**src/tomasulo_pkg.sv**
```systemverilog
`default_nettype none

package tomasulo_pkg;

    // default machine sizing, the top level may override both
    parameter int ROB_DEPTH = 8;
    parameter int NUM_RS    = 2;

    // rv32i major opcodes handled by the core
    localparam logic [6:0] OPC_OP     = 7'b0110011;
    localparam logic [6:0] OPC_OP_IMM = 7'b0010011;

    typedef logic [31:0] word_t;
    typedef logic [4:0]  reg_idx_t;
    // wide enough for the default eight rob entries
    typedef logic [2:0]  rob_tag_t;

    typedef enum logic [3:0] {
        ALU_ADD,
        ALU_SUB,
        ALU_AND,
        ALU_OR,
        ALU_XOR,
        ALU_SLL,
        ALU_SRL,
        ALU_SRA,
        ALU_SLT,
        ALU_SLTU
    } alu_op_t;

    // common data bus broadcast
    typedef struct packed {
        logic     valid;
        rob_tag_t tag;
        word_t    data;
    } cdb_word_t;

    // station payload, a source is either a value or the tag it waits on
    typedef struct packed {
        alu_op_t  op;
        logic     src1_valid;
        rob_tag_t src1_tag;
        word_t    src1_data;
        logic     src2_valid;
        rob_tag_t src2_tag;
        word_t    src2_data;
        rob_tag_t dest_tag;
    } res_word_t;

endpackage

`default_nettype wire

```
**src/regfile.sv**
```systemverilog
`default_nettype none

module regfile (
    input  wire                         clk_i,
    input  wire                         arst_n_i,
    input  wire tomasulo_pkg::reg_idx_t src1_i,
    input  wire tomasulo_pkg::reg_idx_t src2_i,
    output tomasulo_pkg::word_t         val1_o,
    output tomasulo_pkg::word_t         val2_o,
    output logic                        busy1_o,
    output logic                        busy2_o,
    output tomasulo_pkg::rob_tag_t      tag1_o,
    output tomasulo_pkg::rob_tag_t      tag2_o,
    input  wire                         alloc_i,
    input  wire tomasulo_pkg::reg_idx_t alloc_rd_i,
    input  wire tomasulo_pkg::rob_tag_t alloc_tag_i,
    input  wire                         commit_i,
    input  wire tomasulo_pkg::reg_idx_t commit_rd_i,
    input  wire tomasulo_pkg::rob_tag_t commit_tag_i,
    input  wire tomasulo_pkg::word_t    commit_data_i
);
    import tomasulo_pkg::*;

    word_t    regs [32];
    logic     busy [32];
    // rob entry that will produce each register
    rob_tag_t tags [32];

    always_ff @(posedge clk_i or negedge arst_n_i) begin
        if (!arst_n_i) begin
            for (int i = 0; i < 32; i++) begin
                regs[i] <= '0;
                busy[i] <= 1'b0;
                tags[i] <= '0;
            end
        end else begin
            // x0 stays zero and never busy
            if (commit_i && commit_rd_i != '0) begin
                regs[commit_rd_i] <= commit_data_i;
                // a younger producer keeps the register busy
                if (tags[commit_rd_i] == commit_tag_i) begin
                    busy[commit_rd_i] <= 1'b0;
                end
            end
            // later assignment, so allocation beats the commit clear
            if (alloc_i && alloc_rd_i != '0) begin
                busy[alloc_rd_i] <= 1'b1;
                tags[alloc_rd_i] <= alloc_tag_i;
            end
        end
    end

    assign val1_o  = regs[src1_i];
    assign val2_o  = regs[src2_i];
    assign busy1_o = busy[src1_i];
    assign busy2_o = busy[src2_i];
    assign tag1_o  = tags[src1_i];
    assign tag2_o  = tags[src2_i];

endmodule

`default_nettype wire

```
**config.mk**
```make
export PLATFORM = sky130hd
export DESIGN_NAME = regfile
export DESIGN_NICKNAME = d
export VERILOG_FILES = /design/src/tomasulo_pkg.sv /design/src/regfile.sv
export SDC_FILE = /design/constraint.sdc
export NUM_CORES = 2
export LEC_CHECK = 0
export BUFFER_PORTS_ARGS = -buffer_cell sky130_fd_sc_hd__buf_2
export CORE_MARGIN = 10
export CORE_UTILIZATION = 55
export CTS_BUF_LIST = sky130_fd_sc_hd__clkbuf_8
export CTS_CLUSTER_DIAMETER = 200
export CTS_CLUSTER_SIZE = 25
export DETAILED_ROUTE_END_ITERATION = 7
export GPL_TIMING_DRIVEN = 0
export PLACE_DENSITY = 0.71
export SETUP_SLACK_MARGIN = 0.02
export SYNTH_ARGS = -nofsm -noshare
export SYNTH_HDL_FRONTEND = slang
export SYNTH_SLANG_ARGS = --single-unit
```
**constraint.sdc**
```tcl
create_clock -name clk_i -period 5.2 [get_ports clk_i]
set_input_delay 1.3 -clock clk_i [delete_from_list [all_inputs] [get_ports clk_i]]
set_output_delay 1.3 -clock clk_i [all_outputs]
set_load 0.01 [all_outputs]
```
==> reports/metrics.yaml <==
synth:
  seq_area_frac_synth: 0.467
  netlist_area_mm2: 0.0617
  synth.avg_cell_area_um2: 16.4
  syn_nets: 3817
  ys_seq_elements: 1152
  yosys_warnings: 0
  synthCells: 3755
  synth.distinct_cells: 41
route:
  vias: 37400
  via_per_inst: 6.88
  drtAntennaViolNets: 0
  drt-initial-drc-count: 4077
  drt-wirelength-per-cell_um: 33.4
  first_pass_iters: 8
  wl_um: 182000
  post-route-drc-count: 2
place:
  dp_hpwl_um: 133000
  gp_congestion: 0.949
  pre_cts_ws_ns: -1.07
  postPlaceCellArea_mm2: 0.0645
  port_buffers: 120
cts:
  numCtsBuffers: 52
  hold_buffers: 0
  cts.path.max_buffers: 3
  cts.sinks: 1152
  cts.clk_slew.worst_paths_ns: 0.18
  htreeDepth: 2
  cts_root_buf: "clkbuf_8"
  cts_setup_buffers: 0
  cts_tree: "built"
  clock_latency_ns: 0.86
critical_path:
  required_ns: 3.90
  arrival_ns: 3.95
  startpoint_type: "input port"
  r2r-start: "tags[60]"
  rr_endpoint: "busy[7]"
  reg2reg_depth: 7
  end_kind: "primary output"
  worstSetupPathType: "input port to primary output"
  worst-path-max-fanout: 10
  rrSetupSlack_ns: 2.61
grt:
  grt_pass1_wl_um: 265000
  antenna_found_initial: 13
  grt_max_degree: 166
  first_global_vias: 38900
  track_usage: 0.287
  grt_remaining_overflow: 0
timing:
  finalSetupViolations: 5
  worst_slack_ns: -0.0454
  slew_violations: 0
  rsz0062_at_grt: "true"
  tightestPinTransition_ns: 1.44
  hold_violations: 0
  slew_headroom: 0.0331
  period_minus_slack_ns: 5.25
  fmax_ghz: 0.191
  fin_crit_sh: 1.01
  fin_worst_hold_slack_ns: 0.311
  clock_skew_ns: 0.0248
finish:
  area_growth_pct: 6.41
  final_nets: 4001
  layout-drive-gt1-share: 0.543
  fin_area_mm2: 0.0657
power:
  p_leak_uw: 0.0281
  ir_drop_uv: 185
  power_density_mw_per_mm2: 329
die:
  die-area_mm2: 0.126
  start_util: 0.555
  die_h_um: 355
  core_mm2: 0.111
  fp.dieW_um: 355
  num_rows: 122
  io_pins: 134
run:
  cap_violations: 0
run_status:
  violations: "design-rule violations, negative setup slack"
  status: "finished, violations left"
min_path:
  hold_class: "input port to async pin"
worst max-delay path by stage:
stage | from | end
after detailed placement | src1_i[1] | val1_o[30]
after global placement | arst_n_i | regs[208]
after CTS | src2_i[1] | val2_o[5]
final | src1_i[3] | val1_o[27]
after global routing | src1_i[0] | val1_o[30]
after floorplan | src1_i[0] | tag1_o[0]
cell usage after synthesis:
library cell	n	area share
a21oi_1	9	0.00073
a31oi_1	24	0.0024
a32oi_1	4	0.00057
a41oi_1	4	0.00057
and2_1	1	0.00010
and3_1	3	0.00030
and3b_1	1	0.00014
buf_1	52	0.0032
buf_2	134	0.011
buf_4	4	0.00049
buf_6	2	0.00036
clkbuf_1	239	0.015
dfrtp_1	1152	0.47
inv_1	8	0.00049
mux2_1	161	0.029
mux2_2	996	0.18
mux2i_1	48	0.0078
mux4_2	720	0.26
nand2_1	24	0.0015
nand2b_1	2	0.00020
nand3_1	10	0.00081
nand3b_1	2	0.00024
nand4_1	2	0.00020
nand4b_1	4	0.00057
nand4bb_1	3	0.00055
nor2_1	74	0.0045
nor2b_1	9	0.00091
nor3_1	12	0.00097
nor3_2	4	0.00065
nor3b_1	3	0.00036
nor4_1	6	0.00061
nor4_4	1	0.00034
o22ai_1	24	0.0024
or2_1	1	0.00010
or2_2	1	0.00010
or3_1	1	0.00010
or3b_1	1	0.00014
or4_1	1	0.00012
or4b_1	4	0.00065
or4bb_1	3	0.00055
xnor2_1	1	0.00014
repair_timing:
item | CTS | global route
endpoints found under the setup margin | 72 | 47
resized for setup | 201 | 32
pin swaps | 0 | 0
registers in the layout (all words and copies together) (netlist names):
name / flops
tags: 96
busy: 32
regs: 1024
cell usage in the layout, fill, tap and decap left out, types with 8 or more instances in the layout:
cell type	count
dfrtp_1	1152
mux2_2	996
mux4_2	720
buf_2	228
clkbuf_1	183
mux2_1	161
nor2_1	74
clkbuf_8	58
buf_4	50
mux2i_1	48
clkbuf_2	33
o22ai_1	24
nand2_1	24
a31oi_1	24
buf_1	15
clkbuf_4	13
buf_6	13
nor3_1	12
nand3_1	10
clkdlybuf4s15_2	9
a21oi_1	9
nor2b_1	9
inv_1	8
buf_16	8
critical path: stages:
cell             delay, ns
buf_2                 0.60
clkdlybuf4s15_1       1.06
mux4_2                0.47
mux2_2                0.32
buf_2                 0.15
metal layers:
metal / track usage / wire (um)
met2: 0.453 / 85900
met5: 0 / 46
met1: 0.374 / 70000
met3: 0.0838 / 17200
met4: 0.115 / 8440
cells by family after synthesis:
| logic type | count (synthesis) | share of synthesized area |
|---|---|---|
| multiplexers | 1925 | 0.482 |
| AND/OR/NAND/NOR | 173 | 0.0147 |
| flip-flops | 1152 | 0.467 |
| AO/OA/AOI/OAI | 65 | 0.00673 |
| XOR/XNOR | 1 | 0.000142 |
| buffers and inverters | 439 | 0.0299 |
stage by stage:
step / TNS (ns) / std cells / power, uW / utilization
floorplan: 0 / 3755 / 15900 / -
global placement: - / 5363 / 17700 / 0.578
detailed placement: -65.81 / 5372 / 17900 / 0.580
CTS: 0 / 5428 / 21600 / 0.591
global route: 0 / 5432 / 22500 / 0.591
finish: -0.124 / 5435 / 21600 / 0.591
final cells by class:
| class | count | area, um^2 |
|---|---|---|
| clock inverters | 3 | 45.0 |
| well taps | 1488 | 1860 |
| fillers | 8755 | 45400 |
| diodes | 6 | 15.0 |
| plain buffers | 431 | 2250 |
| multi-input cells | 2164 | 31100 |
| clock buffers | 53 | 729 |
| flip-flops and latches | 1152 | 28800 |
| repair buffers | 130 | 866 |
| inverters | 8 | 30.0 |
where the power goes:
part           internal [uW]  total [uW]  leakage, uW  switching, uW
Sequential             10700       11900       0.0147           1240
Clock                    937        3760     0.000393           2820
Combinational           3560        6000       0.0130           2440
(Power assumes the default switching activity.)
