File: src/tomasulo_pkg.sv
`default_nettype none

package tomasulo_pkg;

    // default machine sizing, the top level may override both
    parameter int ROB_DEPTH = 8;
    parameter int NUM_RS    = 2;

    // rv32i major opcodes handled by the core
    localparam logic [6:0] OPC_OP     = 7'b0110011;
    localparam logic [6:0] OPC_OP_IMM = 7'b0010011;

    typedef logic [31:0] word_t;
    typedef logic [4:0]  reg_idx_t;
    // wide enough for the default eight rob entries
    typedef logic [2:0]  rob_tag_t;

    typedef enum logic [3:0] {
        ALU_ADD,
        ALU_SUB,
        ALU_AND,
        ALU_OR,
        ALU_XOR,
        ALU_SLL,
        ALU_SRL,
        ALU_SRA,
        ALU_SLT,
        ALU_SLTU
    } alu_op_t;

    // common data bus broadcast
    typedef struct packed {
        logic     valid;
        rob_tag_t tag;
        word_t    data;
    } cdb_word_t;

    // station payload, a source is either a value or the tag it waits on
    typedef struct packed {
        alu_op_t  op;
        logic     src1_valid;
        rob_tag_t src1_tag;
        word_t    src1_data;
        logic     src2_valid;
        rob_tag_t src2_tag;
        word_t    src2_data;
        rob_tag_t dest_tag;
    } res_word_t;

endpackage

`default_nettype wire

File: src/rob.sv
`default_nettype none

module rob #(
    parameter int ROB_DEPTH = tomasulo_pkg::ROB_DEPTH
) (
    input  wire                          clk_i,
    input  wire                          arst_n_i,
    input  wire                          alloc_i,
    input  wire tomasulo_pkg::reg_idx_t  alloc_rd_i,
    output tomasulo_pkg::rob_tag_t       alloc_tag_o,
    output logic                         full_o,
    input  wire tomasulo_pkg::cdb_word_t cdb_i,
    input  wire tomasulo_pkg::rob_tag_t  query1_i,
    input  wire tomasulo_pkg::rob_tag_t  query2_i,
    output logic                         done1_o,
    output logic                         done2_o,
    output tomasulo_pkg::word_t          val1_o,
    output tomasulo_pkg::word_t          val2_o,
    output logic                         commit_valid_o,
    output tomasulo_pkg::reg_idx_t       commit_rd_o,
    output tomasulo_pkg::rob_tag_t       commit_tag_o,
    output tomasulo_pkg::word_t          commit_data_o
);
    import tomasulo_pkg::*;

    localparam int CNT_W = $clog2(ROB_DEPTH + 1);

    rob_tag_t             head;
    rob_tag_t             tail;
    logic [CNT_W-1:0]     count;
    // entry allocated and entry result written
    logic [ROB_DEPTH-1:0] used;
    logic [ROB_DEPTH-1:0] done;
    reg_idx_t             rd_mem  [ROB_DEPTH];
    word_t                val_mem [ROB_DEPTH];
    logic                 commit;

    function automatic rob_tag_t next_ptr(input rob_tag_t ptr);
        return (ptr == rob_tag_t'(ROB_DEPTH - 1)) ? '0 : ptr + 1'b1;
    endfunction

    // head retires once its result is back
    assign commit = used[head] && done[head];

    always_ff @(posedge clk_i or negedge arst_n_i) begin
        if (!arst_n_i) begin
            head  <= '0;
            tail  <= '0;
            count <= '0;
            used  <= '0;
            done  <= '0;
        end else begin
            if (alloc_i) begin
                used[tail] <= 1'b1;
                done[tail] <= 1'b0;
                tail       <= next_ptr(tail);
            end
            if (cdb_i.valid) begin
                done[cdb_i.tag] <= 1'b1;
            end
            if (commit) begin
                used[head] <= 1'b0;
                head       <= next_ptr(head);
            end
            if (alloc_i && !commit) begin
                count <= count + 1'b1;
            end else if (commit && !alloc_i) begin
                count <= count - 1'b1;
            end
        end
    end

    always_ff @(posedge clk_i) begin
        if (alloc_i) begin
            rd_mem[tail] <= alloc_rd_i;
        end
        if (cdb_i.valid) begin
            val_mem[cdb_i.tag] <= cdb_i.data;
        end
    end

    assign alloc_tag_o = tail;
    assign full_o      = (count == CNT_W'(ROB_DEPTH));

    // operand lookup for the issue stage
    assign done1_o = done[query1_i];
    assign done2_o = done[query2_i];
    assign val1_o  = val_mem[query1_i];
    assign val2_o  = val_mem[query2_i];

    assign commit_valid_o = commit;
    assign commit_rd_o    = rd_mem[head];
    assign commit_tag_o   = head;
    assign commit_data_o  = val_mem[head];

    // issue stalls while full
    a_no_alloc_full: assert property (@(posedge clk_i) disable iff (!arst_n_i)
        alloc_i |-> !full_o);
    // stations only broadcast tags that are in flight
    a_cdb_in_flight: assert property (@(posedge clk_i) disable iff (!arst_n_i)
        cdb_i.valid |-> used[cdb_i.tag]);

endmodule

`default_nettype wire

File: config.mk
export PLATFORM = sky130hd
export DESIGN_NAME = rob
export DESIGN_NICKNAME = d
export VERILOG_FILES = /design/src/tomasulo_pkg.sv /design/src/rob.sv
export SDC_FILE = /design/constraint.sdc
export NUM_CORES = 1
export LEC_CHECK = 0
export BUFFER_PORTS_ARGS = -buffer_cell sky130_fd_sc_hd__buf_2
export CAP_MARGIN = 10
export CORE_MARGIN = 2
export CORE_UTILIZATION = 60
export DETAILED_ROUTE_END_ITERATION = 10
export GPL_TIMING_DRIVEN = 0
export PLACE_DENSITY_LB_ADDON = 0.08
export SLEW_MARGIN = 15
export SYNTH_ARGS = -nofsm -noshare
export SYNTH_HDL_FRONTEND = slang
export SYNTH_SLANG_ARGS = --single-unit
export TNS_END_PERCENT = 50
File: constraint.sdc
create_clock -name clk_i -period 3.99 [get_ports clk_i]
set_clock_uncertainty 0.05 [all_clocks]
set_input_delay 0 -clock clk_i [delete_from_list [all_inputs] [get_ports clk_i]]
set_output_delay 0 -clock clk_i [all_outputs]
set_load 0.05 [all_outputs]
==> reports/qor.txt <==
Clock Tree Root - clkbuf_16
critical path startpoint category - flop
Area contributors post-synth - edfxtp_1, mux4_2, mux2_2, dfrtp_1, mux4_1
max-cap violation count - 0
Tcrit/Tclk final - 87.0%
fraction of registers with async set/reset - 8.07%
iteration-0 DRC count of the detailed router - 1,503
first-pass GRT wire length - 73.8 mm
area of the mapped netlist - 0.0167 mm^2
Core Rows - 61
Slew Viols, Final - 0
Yosys cell types - 48
io pins - 161
Nets - 1,271
Final min period - 3470 ps
post-route insts no fill - 1,617
commonest non-fill, non-tap cell in the layout - edfxtp_1
WP data arrival - 3420 ps
hold depth - 3
Worst-path clk slew - 60 ps
CP max stage delay - 920 ps
Clock Latency Late Sink - 520 ps
most frequent cells in the layout - edfxtp_1, buf_2, mux4_2
CTS Buf Count - 35
Vias/cell - 7.14
vias in the first global route - 11,250
sequential element share of the synthesized area - 57.2%
Hold Path Sink - done[4]$_DFF_PN0_
Worst EP required - 3940 ps
cell count after synthesis - 958
Setup TNS - 0 ps
DR WL/cell - 32.2 um
area leader, netlist - edfxtp_1
GPL Wtd Cong - 0.866
largest net degree at the start of global routing - 27
via count - 11,545
initial antenna violation count - 0
CORE AREA - 0.0276 mm^2
DRC Markers - 0
htree depth - 2
clk sink count - 322
hold_ws - 71.4 ps
Final ANT Viol Nets - 0
hpwl dp - 33.2 mm
r2r endpoint - count[3]$_DFFE_PN0P_
die area - 0.0291 mm^2
pre-CTS setup slack - 834 ps
Least-Margin Pin Slew - 1290 ps
critical-path maximum fanout - 10
flops & latches, synth - 322
count of final hold-check violations - 0
cells on worst reg2reg path - 10
Port Buffer Count - 154
CP Cell Sequence - buf_2 > buf_4 > buf_2 > buf_1 > o22ai_1 > buf_2
Placed Instances - 1,509
setup repair bufs after CTS - 0
worst reg2reg setup slack - 800 ps
syn_nets - 1,016
GR Overflow Total - 0
Setup violations, final - 0
Power Density - 653 mW/mm^2
status - finished, final reports clean
Setup CP Type - reg2out
Die Ht - 171 um
RSZ-0062 raised after global routing - false
CTS tree - yes
Static Leak - 0.00700 uW
Max-slew headroom - 13.7%
top cell type's share of synthesized area - 53.3%
YS warnings - 0
crit end category - output pin
detailed-route wire length - 52.1 mm
FMAX - 288 MHz
overall routing resource usage - 36.4%
Area Overhead vs Synth - 19.4%
drt pass-1 iters - 5
cell repeated most along the worst path - buf_2
Post-synth EDFFs - 296
total power - 13,000 uW
CP max-delay cell - buf_1
Initial Util - 60.5%
worst hold path class - in2reg
syn_area_per_cell - 17.4 um^2
Worst VDD drop - 0.546 mV
post-cts resize count - 0
CTS Buffer Depth - 3
Die W - 171 um
share of cells above drive strength 1 - 42.9%
Worst Slack Setup Final - 519 ps
Post-synth top flop - edfxtp_1
Worst R2R Start - commit_tag_o[2]$_DFFE_PN0N_
Hold Path Origin - cdb_i[32]
layer usage:
layer  wire length (um)  up-vias  track usage [%]
met5                  0        -                0
met4               2710        0             18.2
met3               6690      205             8.88
met2              24400     1001             56.5
met1              18200     5753             48.6
li1                   -     4586                -
state kept, by name (all words and copies together), names as in the netlist:
| name | flops |
|---|---|
| val_mem | 256 |
| commit_tag_o | 3 |
| count | 4 |
| alloc_tag_o | 3 |
| rd_mem | 40 |
| used | 8 |
| done | 8 |
worst max-delay path: cells and delay by family, from the launching register on:
kind / cells / cell delay [ps]
compound gates: 1 / 330
buf+inv: 5 / 2180
flops: 1 / 390
synthesized netlist by cell type (all sizes together) (7+ instances only):
library cell,n
clkbuf,27
ha,7
o221ai,8
a21oi,13
inv,14
mux2,103
edfxtp,296
o21ai,11
nand2,54
a221oi,42
and2,11
nor2,28
mux2i,17
o22ai,21
dfrtp,26
nor3,7
mux4,157
buf,52
a22oi,22
cell type report:
class	count	area [um^2]
flip-flops and latches	322	9540
clock buffers	42	955
plain buffers	79	465
clock inverters	20	221
repair buffers	218	1520
well taps	378	473
fillers	1779	7650
multi-input cells	543	6680
diodes	1	2.50
inverters	14	52.6
stage by stage:
stage	util, %	instance area, um^2
floorplan	-	16700
global placement	65.0	17900
detailed placement	66.3	18300
CTS	72.2	19900
global route	72.2	19900
finish	72.2	19900
worst max path at each step:
stage	from	endpoint	slack (ps)	cells after the start
after floorplan	commit_tag_o[2]$_DFFE_PN0N_	count[3]$_DFFE_PN0P_	900	10
after global placement	cdb_i[32]	val_mem[0][13]$_DFFE_PP_	-2500	3
after CTS	commit_tag_o[0]$_DFFE_PN0N_	commit_data_o[29]	660	6
after detailed placement	commit_tag_o[0]$_DFFE_PN0N_	count[3]$_DFFE_PN0P_	830	10
after global routing	commit_tag_o[1]$_DFFE_PN0N_	commit_data_o[22]	540	6
final	commit_tag_o[1]$_DFFE_PN0N_	commit_data_o[22]	520	6
where the power goes:
| group | leakage [uW] | switching (uW) | internal (uW) | total [uW] |
|---|---|---|---|---|
| Sequential | 0.00299 | 220 | 3970 | 4190 |
| Combinational | 0.00342 | 3840 | 1640 | 5480 |
| Clock | 0.000584 | 1290 | 2030 | 3320 |
logic make-up (layout without fill, tap and decap cells):
family                     after synthesis  after routing  share of synthesized area, %
muxes                                  277            277                          29.6
AOI/OAI and AO/OA                      135            135                          6.00
adders and majority gates                8              8                         0.645
xor gates and xnor gates                 2              2                         0.105
buffers and inverters                   93            373                          3.11
DFF                                    322            322                          57.2
and+or+nand+nor                        121            121                          3.27
other                                    0              1                             0
repair_timing:
item	CTS	global route
hold buffers	45	0
setup endpoints to repair	0	0
hold endpoints to repair	331	0
(Power assumes the default switching activity.)
