==> src/tomasulo_pkg.sv <==
`default_nettype none

package tomasulo_pkg;

    // default machine sizing, the top level may override both
    parameter int ROB_DEPTH = 8;
    parameter int NUM_RS    = 2;

    // rv32i major opcodes handled by the core
    localparam logic [6:0] OPC_OP     = 7'b0110011;
    localparam logic [6:0] OPC_OP_IMM = 7'b0010011;

    typedef logic [31:0] word_t;
    typedef logic [4:0]  reg_idx_t;
    // wide enough for the default eight rob entries
    typedef logic [2:0]  rob_tag_t;

    typedef enum logic [3:0] {
        ALU_ADD,
        ALU_SUB,
        ALU_AND,
        ALU_OR,
        ALU_XOR,
        ALU_SLL,
        ALU_SRL,
        ALU_SRA,
        ALU_SLT,
        ALU_SLTU
    } alu_op_t;

    // common data bus broadcast
    typedef struct packed {
        logic     valid;
        rob_tag_t tag;
        word_t    data;
    } cdb_word_t;

    // station payload, a source is either a value or the tag it waits on
    typedef struct packed {
        alu_op_t  op;
        logic     src1_valid;
        rob_tag_t src1_tag;
        word_t    src1_data;
        logic     src2_valid;
        rob_tag_t src2_tag;
        word_t    src2_data;
        rob_tag_t dest_tag;
    } res_word_t;

endpackage

`default_nettype wire

==> src/issue_queue.sv <==
`default_nettype none

module issue_queue #(
    parameter int QUEUE_DEPTH = 4,
    parameter int NUM_RS      = tomasulo_pkg::NUM_RS
) (
    input  wire                     clk_i,
    input  wire                     arst_n_i,
    input  wire                     instr_valid_i,
    input  wire tomasulo_pkg::word_t     instr_i,
    output logic                    instr_ready_o,
    output tomasulo_pkg::reg_idx_t  rf_src1_o,
    output tomasulo_pkg::reg_idx_t  rf_src2_o,
    input  wire tomasulo_pkg::word_t     rf_val1_i,
    input  wire tomasulo_pkg::word_t     rf_val2_i,
    input  wire                     rf_busy1_i,
    input  wire                     rf_busy2_i,
    input  wire tomasulo_pkg::rob_tag_t  rf_tag1_i,
    input  wire tomasulo_pkg::rob_tag_t  rf_tag2_i,
    output tomasulo_pkg::rob_tag_t  rob_query1_o,
    output tomasulo_pkg::rob_tag_t  rob_query2_o,
    input  wire                     rob_done1_i,
    input  wire                     rob_done2_i,
    input  wire tomasulo_pkg::word_t     rob_val1_i,
    input  wire tomasulo_pkg::word_t     rob_val2_i,
    input  wire tomasulo_pkg::cdb_word_t cdb_i,
    input  wire                     rob_full_i,
    input  wire tomasulo_pkg::rob_tag_t  rob_alloc_tag_i,
    input  wire [NUM_RS-1:0]        rs_empty_i,
    output logic                    rob_alloc_o,
    output tomasulo_pkg::reg_idx_t  alloc_rd_o,
    output logic [NUM_RS-1:0]       rs_load_o,
    output tomasulo_pkg::res_word_t res_word_o
);
    import tomasulo_pkg::*;

    localparam int PTR_W = $clog2(QUEUE_DEPTH);
    localparam int CNT_W = $clog2(QUEUE_DEPTH + 1);

    word_t              fifo_mem [QUEUE_DEPTH];
    logic [PTR_W-1:0]   head_ptr;
    logic [PTR_W-1:0]   tail_ptr;
    logic [CNT_W-1:0]   count;
    logic               push;
    logic               issue;
    word_t              head;
    logic               is_op;
    word_t              imm;
    alu_op_t            op;
    cdb_word_t          src1;
    cdb_word_t          src2;
    logic [NUM_RS-1:0]  rs_sel;

    // operand priority: register file, finished rob entry, bus this cycle, else wait on tag
    function automatic cdb_word_t resolve(input logic busy, input rob_tag_t tag,
                                          input word_t rf_val, input logic rob_done,
                                          input word_t rob_val, input cdb_word_t cdb);
        cdb_word_t src;
        src.tag   = tag;
        src.valid = 1'b1;
        src.data  = rf_val;
        if (busy) begin
            if (rob_done) begin
                src.data = rob_val;
            end else if (cdb.valid && cdb.tag == tag) begin
                src.data = cdb.data;
            end else begin
                src.valid = 1'b0;
                src.data  = '0;
            end
        end
        return src;
    endfunction

    function automatic logic [PTR_W-1:0] next_ptr(input logic [PTR_W-1:0] ptr);
        return (ptr == PTR_W'(QUEUE_DEPTH - 1)) ? '0 : ptr + 1'b1;
    endfunction

    assign instr_ready_o = (count != CNT_W'(QUEUE_DEPTH));
    assign push          = instr_valid_i && instr_ready_o;
    // head leaves when a rob slot and a station are both free
    assign issue         = (count != '0) && !rob_full_i && (|rs_empty_i);

    always_ff @(posedge clk_i or negedge arst_n_i) begin
        if (!arst_n_i) begin
            head_ptr <= '0;
            tail_ptr <= '0;
            count    <= '0;
        end else begin
            if (push) begin
                tail_ptr <= next_ptr(tail_ptr);
            end
            if (issue) begin
                head_ptr <= next_ptr(head_ptr);
            end
            if (push && !issue) begin
                count <= count + 1'b1;
            end else if (issue && !push) begin
                count <= count - 1'b1;
            end
        end
    end

    always_ff @(posedge clk_i) begin
        if (push) begin
            fifo_mem[tail_ptr] <= instr_i;
        end
    end

    // head decode
    assign head  = fifo_mem[head_ptr];
    assign is_op = (head[6:0] == OPC_OP);
    // sign extended i-type immediate
    assign imm   = {{20{head[31]}}, head[31:20]};

    always_comb begin
        case (head[14:12])
            3'b000:  op = (is_op && head[30]) ? ALU_SUB : ALU_ADD;
            3'b001:  op = ALU_SLL;
            3'b010:  op = ALU_SLT;
            3'b011:  op = ALU_SLTU;
            3'b100:  op = ALU_XOR;
            // srai shares funct7 bit 5 with sra
            3'b101:  op = head[30] ? ALU_SRA : ALU_SRL;
            3'b110:  op = ALU_OR;
            default: op = ALU_AND;
        endcase
    end

    assign rf_src1_o    = head[19:15];
    assign rf_src2_o    = head[24:20];
    assign rob_query1_o = rf_tag1_i;
    assign rob_query2_o = rf_tag2_i;

    always_comb begin
        src1 = resolve(rf_busy1_i, rf_tag1_i, rf_val1_i, rob_done1_i, rob_val1_i, cdb_i);
        src2 = resolve(rf_busy2_i, rf_tag2_i, rf_val2_i, rob_done2_i, rob_val2_i, cdb_i);
        // op-imm takes the immediate as its second operand
        if (!is_op) begin
            src2.valid = 1'b1;
            src2.data  = imm;
        end
    end

    assign res_word_o = '{
        op:         op,
        src1_valid: src1.valid,
        src1_tag:   src1.tag,
        src1_data:  src1.data,
        src2_valid: src2.valid,
        src2_tag:   src2.tag,
        src2_data:  src2.data,
        dest_tag:   rob_alloc_tag_i
    };

    // lowest empty station wins
    assign rs_sel      = rs_empty_i & ~(rs_empty_i - 1'b1);
    assign rs_load_o   = issue ? rs_sel : '0;
    assign rob_alloc_o = issue;
    assign alloc_rd_o  = head[11:7];

    // only alu instructions may reach the head
    a_head_opcode: assert property (@(posedge clk_i) disable iff (!arst_n_i)
        (count != '0) |-> (head[6:0] == OPC_OP || head[6:0] == OPC_OP_IMM));

endmodule

`default_nettype wire

==> config.mk <==
export PLATFORM = sky130hd
export DESIGN_NAME = issue_queue
export DESIGN_NICKNAME = d
export VERILOG_FILES = /design/src/tomasulo_pkg.sv /design/src/issue_queue.sv
export SDC_FILE = /design/constraint.sdc
export NUM_CORES = 1
export LEC_CHECK = 0
export ABC_AREA = 1
export ABC_CLOCK_PERIOD_IN_PS = 3000
export BUFFER_PORTS_ARGS = -buffer_cell sky130_fd_sc_hd__buf_2
export CORE_ASPECT_RATIO = 1.4
export CORE_MARGIN = 3
export CORE_UTILIZATION = 45
export DETAILED_ROUTE_END_ITERATION = 7
export GPL_TIMING_DRIVEN = 0
export HOLD_SLACK_MARGIN = 0.15
export PLACE_DENSITY = 0.83
export SYNTH_ARGS = -nofsm -noshare
export SYNTH_HDL_FRONTEND = slang
export SYNTH_SLANG_ARGS = --single-unit
==> constraint.sdc <==
create_clock -name clk_i -period 3 [get_ports clk_i]
set_input_delay 0.3 -clock clk_i [delete_from_list [all_inputs] [get_ports clk_i]]
set_output_delay 0.3 -clock clk_i [all_outputs]
set_load 0.005 [all_outputs]
==> impl.org <==
** Outcome
- The flow ran to the end, and the final reports show no timing, DRC or antenna violations.

** Power
- The worst-case IR drop observed on VDD is 0.000717 V.
- Power per cell area :: 756 nW/µm²
- Total leakage power :: 4.74 nW

** Floorplanning
- The floorplan step defined a die boundary enclosing 18500 µm².
- In this run the core area contains 55 standard-cell rows.
- Height of the chip :: 160 µm
- In this run the count of I/O pins placed on the die edge is 319.
- The region available for standard cell placement spans 16400 µm².
- From left edge to right edge, the die measures 116 µm.
- Starting Density :: 46.5%

** Timing
- Slew headroom :: 61.8%
- For the pin with the worst max-slew slack, the measured transition is 572 ps.
- The final number of max-transition violations came to 0.
- Shortest period the worst path allows :: 2800 ps
- Peak Freq :: 357 MHz
- The number of hold violations in the final report came to 0.
- The worst path uses 93.4% of the clock period.
- Post-Route Hold Slack :: 261 ps
- Setup repair after global routing left no endpoint under its margin.
- Setup violations remaining at the end of the flow were counted as 0.
- Setup skew after layout :: 5.95 ps
- Worst Setup Slack, final :: 199 ps

** Layout
- The filler cells instantiated in the layout total 1374.
- In the final layout, the share of cells above drive strength 1 is 33.3%.
- Final core utilization :: 64.1%
- Final nets :: 1498
- Final design instance area without fill :: 10500 µm²
- The area growth from synthesis to layout is 37.8%.

** Worst setup path
- Category of the most critical setup path :: register to register
- Data required time at the worst endpoint :: 3310 ps
- The critical path contains buffers and inverters numbering 3 combined.
- Crit path arrival time :: 3110 ps
- Along the worst path, the maximum fanout reaches 5.
- STA classifies the critical path startpoint as a register.
- Worst path cell trace :: inv_1 > nand3_1 > nand2_1 > inv_1 > ha_1 > inv_1 > fa_1 > a21oi_1 > o21ai_0 > xnor2_1
- Kind of cell adding the most delay to the critical path :: adder cells
- Library cell contributing the largest single delay on the critical path :: sky130_fd_sc_hd__fa_1
- Crit path capture type :: register
- Crit path top cell by count :: sky130_fd_sc_hd__inv_1
- Slowest cell delay on critical path :: 450 ps

** Routing
- DR vias/cell :: 5.15
- First DRT Iteration DRCs :: 551
- The count of nets left with antenna violations once routing finished came out at 0.
- Routed vias :: 7698
- Top layer used by detailed routing :: met5
- Wire per inst :: 17.9 µm
- First-pass DRT Iterations :: 6
- Residual DRC count :: 0
- After detailed routing, the total wire length is 26.8 mm.
- Routed wl met3 :: 2.86 mm
- For this block, wires on met1 add up to 9.12 mm.
- In the detailed route, the total length drawn on met2 is 14.0 mm.

** Yosys
- Post-Synthesis Cells :: 908
- Of all flip-flops after synthesis, the portion carrying an async set or reset was 5.19%.
- The most used flip-flop cell after synthesis is sky130_fd_sc_hd__edfxtp_1.
- Synth area leaders :: sky130_fd_sc_hd__edfxtp_1, sky130_fd_sc_hd__nand2_1, sky130_fd_sc_hd__nor2_1
- Nets in the synthesized netlist :: 1130
- Post-synthesis cell type count :: 29
- The commonest cells after synthesis are sky130_fd_sc_hd__nand2_1, sky130_fd_sc_hd__nor2_1, sky130_fd_sc_hd__edfxtp_1.
- EDFF count, synth :: 128
- A synthesized cell averages 8.39 µm².
- Synthesis inferred 135 register bits.
- The cell area that synthesis handed to floorplanning was 7620 µm².
- Cell type contributing the most total cell area after synthesis :: sky130_fd_sc_hd__edfxtp_1
- The synthesized design devotes to its leading area cell type 50.5% of total area.
- By instance count, the leading cell after synthesis is sky130_fd_sc_hd__nand2_1.
- The Yosys step of the flow raised 0 warnings.
- Share of the yosys chip area belonging to registers :: 52.8%

** Placed design
- Routability-driven placement finished with a final weighted congestion of 0.949.
- Post-DP HPWL :: 20.6 mm
- Input and output buffers added on the ports amount to 312.
- Placed cell area :: 9560 µm²
- Before CTS, the worst setup slack after placement is 776 ps.

** Global routing
- The number of antenna violations at the first check in global routing came to 20.
- The first global-routing pass estimated 39.8 mm of wire.
- Entering global routing, the biggest net connects 31 pins.
- Via count of the first global-routing pass :: 7576
- Total global routing track utilization :: 28.3%
- For this run the aggregate overflow at the end of global routing stands at 0.

** Run
- Max-cap violations in this run came to 0.

** Clocking
- TritonCTS clock tree :: done
- In this run, post-CTS repair resized a total of 0 instances.
- Clock latency on the worst-skew pair, taken at its later pin, is 410 ps.
- CTS Buffer Depth :: 2
- TritonCTS created 17 clock buffers.
- Register clock-pin slew on the reported worst setup and hold paths :: 60 ps
- CTS placed an instance of sky130_fd_sc_hd__clkbuf_16 at the clock tree root.
- Clock sink total :: 135
- Hold buffers post-CTS :: 33
- In this run the post-CTS setup repair buffer count came out at 0.
- CTS H-Tree Depth :: 4

** Min path
- Hold WC Path Type :: input port to async pin
==> state kept, by name (all words and copies together) (netlist names) <==
signal	cells
tail_ptr	2
fifo_mem	128
head_ptr	2
count	3
==> cell type report <==
cell class / instances / area [µm²] / area share [%]
Antenna cell: 8 / 20.0 / 0.191
Buffer: 74 / 428 / 4.08
Clock buffer: 19 / 433 / 4.12
Clock inverter: 13 / 154 / 1.47
Inverter: 69 / 264 / 2.52
Multi-Input combinational cell: 630 / 2940 / 28.0
Sequential cell: 135 / 4020 / 38.3
Tap cell: 199 / 249 / 2.37
Timing Repair Buffer: 349 / 1990 / 19.0
==> logic make-up (layout without fill, tap and decap cells) <==
group / Yosys count / in the layout / share of synthesized area, %
fa+ha+maj: 7 / 7 / 1.25
buf+inv: 143 / 524 / 9.08
other cells: 0 / 8 / 0
flops: 135 / 135 / 52.8
xor+xnor: 3 / 3 / 0.345
simple gates: 439 / 439 / 24.2
compound gates: 181 / 181 / 12.3
==> layer usage <==
| layer | global-route usage (%) | vias to the layer above |
|---|---|---|
| met5 | 0 | - |
| met4 | 9.97 | 20 |
| met3 | 12.1 | 66 |
| met2 | 50.9 | 369 |
| met1 | 28.7 | 3469 |
| li1 | - | 3774 |
==> cells in the final DEF, fill, tap and decap left out, types with 2 or more instances in the layout <==
cell                            count
sky130_fd_sc_hd__nor2_4             4
sky130_fd_sc_hd__o22ai_1           21
sky130_fd_sc_hd__edfxtp_1         128
sky130_fd_sc_hd__clkbuf_1          32
sky130_fd_sc_hd__clkinv_2           2
sky130_fd_sc_hd__buf_4             21
sky130_fd_sc_hd__buf_2            327
sky130_fd_sc_hd__nand2_4            2
sky130_fd_sc_hd__nand3_1           74
sky130_fd_sc_hd__buf_6              7
sky130_fd_sc_hd__dfrtp_1            7
sky130_fd_sc_hd__clkinv_1           3
sky130_fd_sc_hd__ha_1               6
sky130_fd_sc_hd__buf_16             3
sky130_fd_sc_hd__clkbuf_16         17
sky130_fd_sc_hd__inv_2              3
sky130_fd_sc_hd__nor2_1           156
sky130_fd_sc_hd__dlygate4sd3_1     33
sky130_fd_sc_hd__o21ai_0           50
sky130_fd_sc_hd__clkinv_4           2
sky130_fd_sc_hd__diode_2            8
sky130_fd_sc_hd__inv_6              3
sky130_fd_sc_hd__nand2_1          166
sky130_fd_sc_hd__or2_2             32
sky130_fd_sc_hd__bufinv_16          3
sky130_fd_sc_hd__inv_1             65
sky130_fd_sc_hd__xnor2_1            2
sky130_fd_sc_hd__a21oi_1          108
==> power by group <==
group          switching [W]  internal, W  total, W
sequential          0.000115      0.00248   0.00260
combinational        0.00202      0.00127   0.00329
clock               0.000749      0.00130   0.00205
total                0.00288      0.00506   0.00794
==> path summary, 6_finish.rpt <==
path | startpoint | endpoint | slack, ps | depth (start not counted)
hold / removal | arst_n_i | count[2]$_DFFE_PN0P_ | 260 | 2
setup reg to reg | count[0]$_DFFE_PN0P_ | count[2]$_DFFE_PN0P_ | 200 | 10
hold reg to reg | count[0]$_DFFE_PN0P_ | count[0]$_DFFE_PN0P_ | 580 | 1
max in group asynchronous | arst_n_i | tail_ptr[0]$_DFFE_PN0P_ | 2570 | 2
setup / recovery | count[0]$_DFFE_PN0P_ | count[2]$_DFFE_PN0P_ | 200 | 10
min in group clk_i | rs_empty_i[1] | head_ptr[1]$_DFFE_PN0P_ | 420 | 5
==> metrics by stage <==
stage	TNS, ps	cells	total power (W)
floorplan	0	908	0.00431
global placement	-52520	1419	0.00566
detailed placement	0	1423	0.00582
finish	0	1496	0.00794
global route	0	1495	0.00844
CTS	0	1488	0.00792
Note: power is estimated with default switching activity, not from simulation.
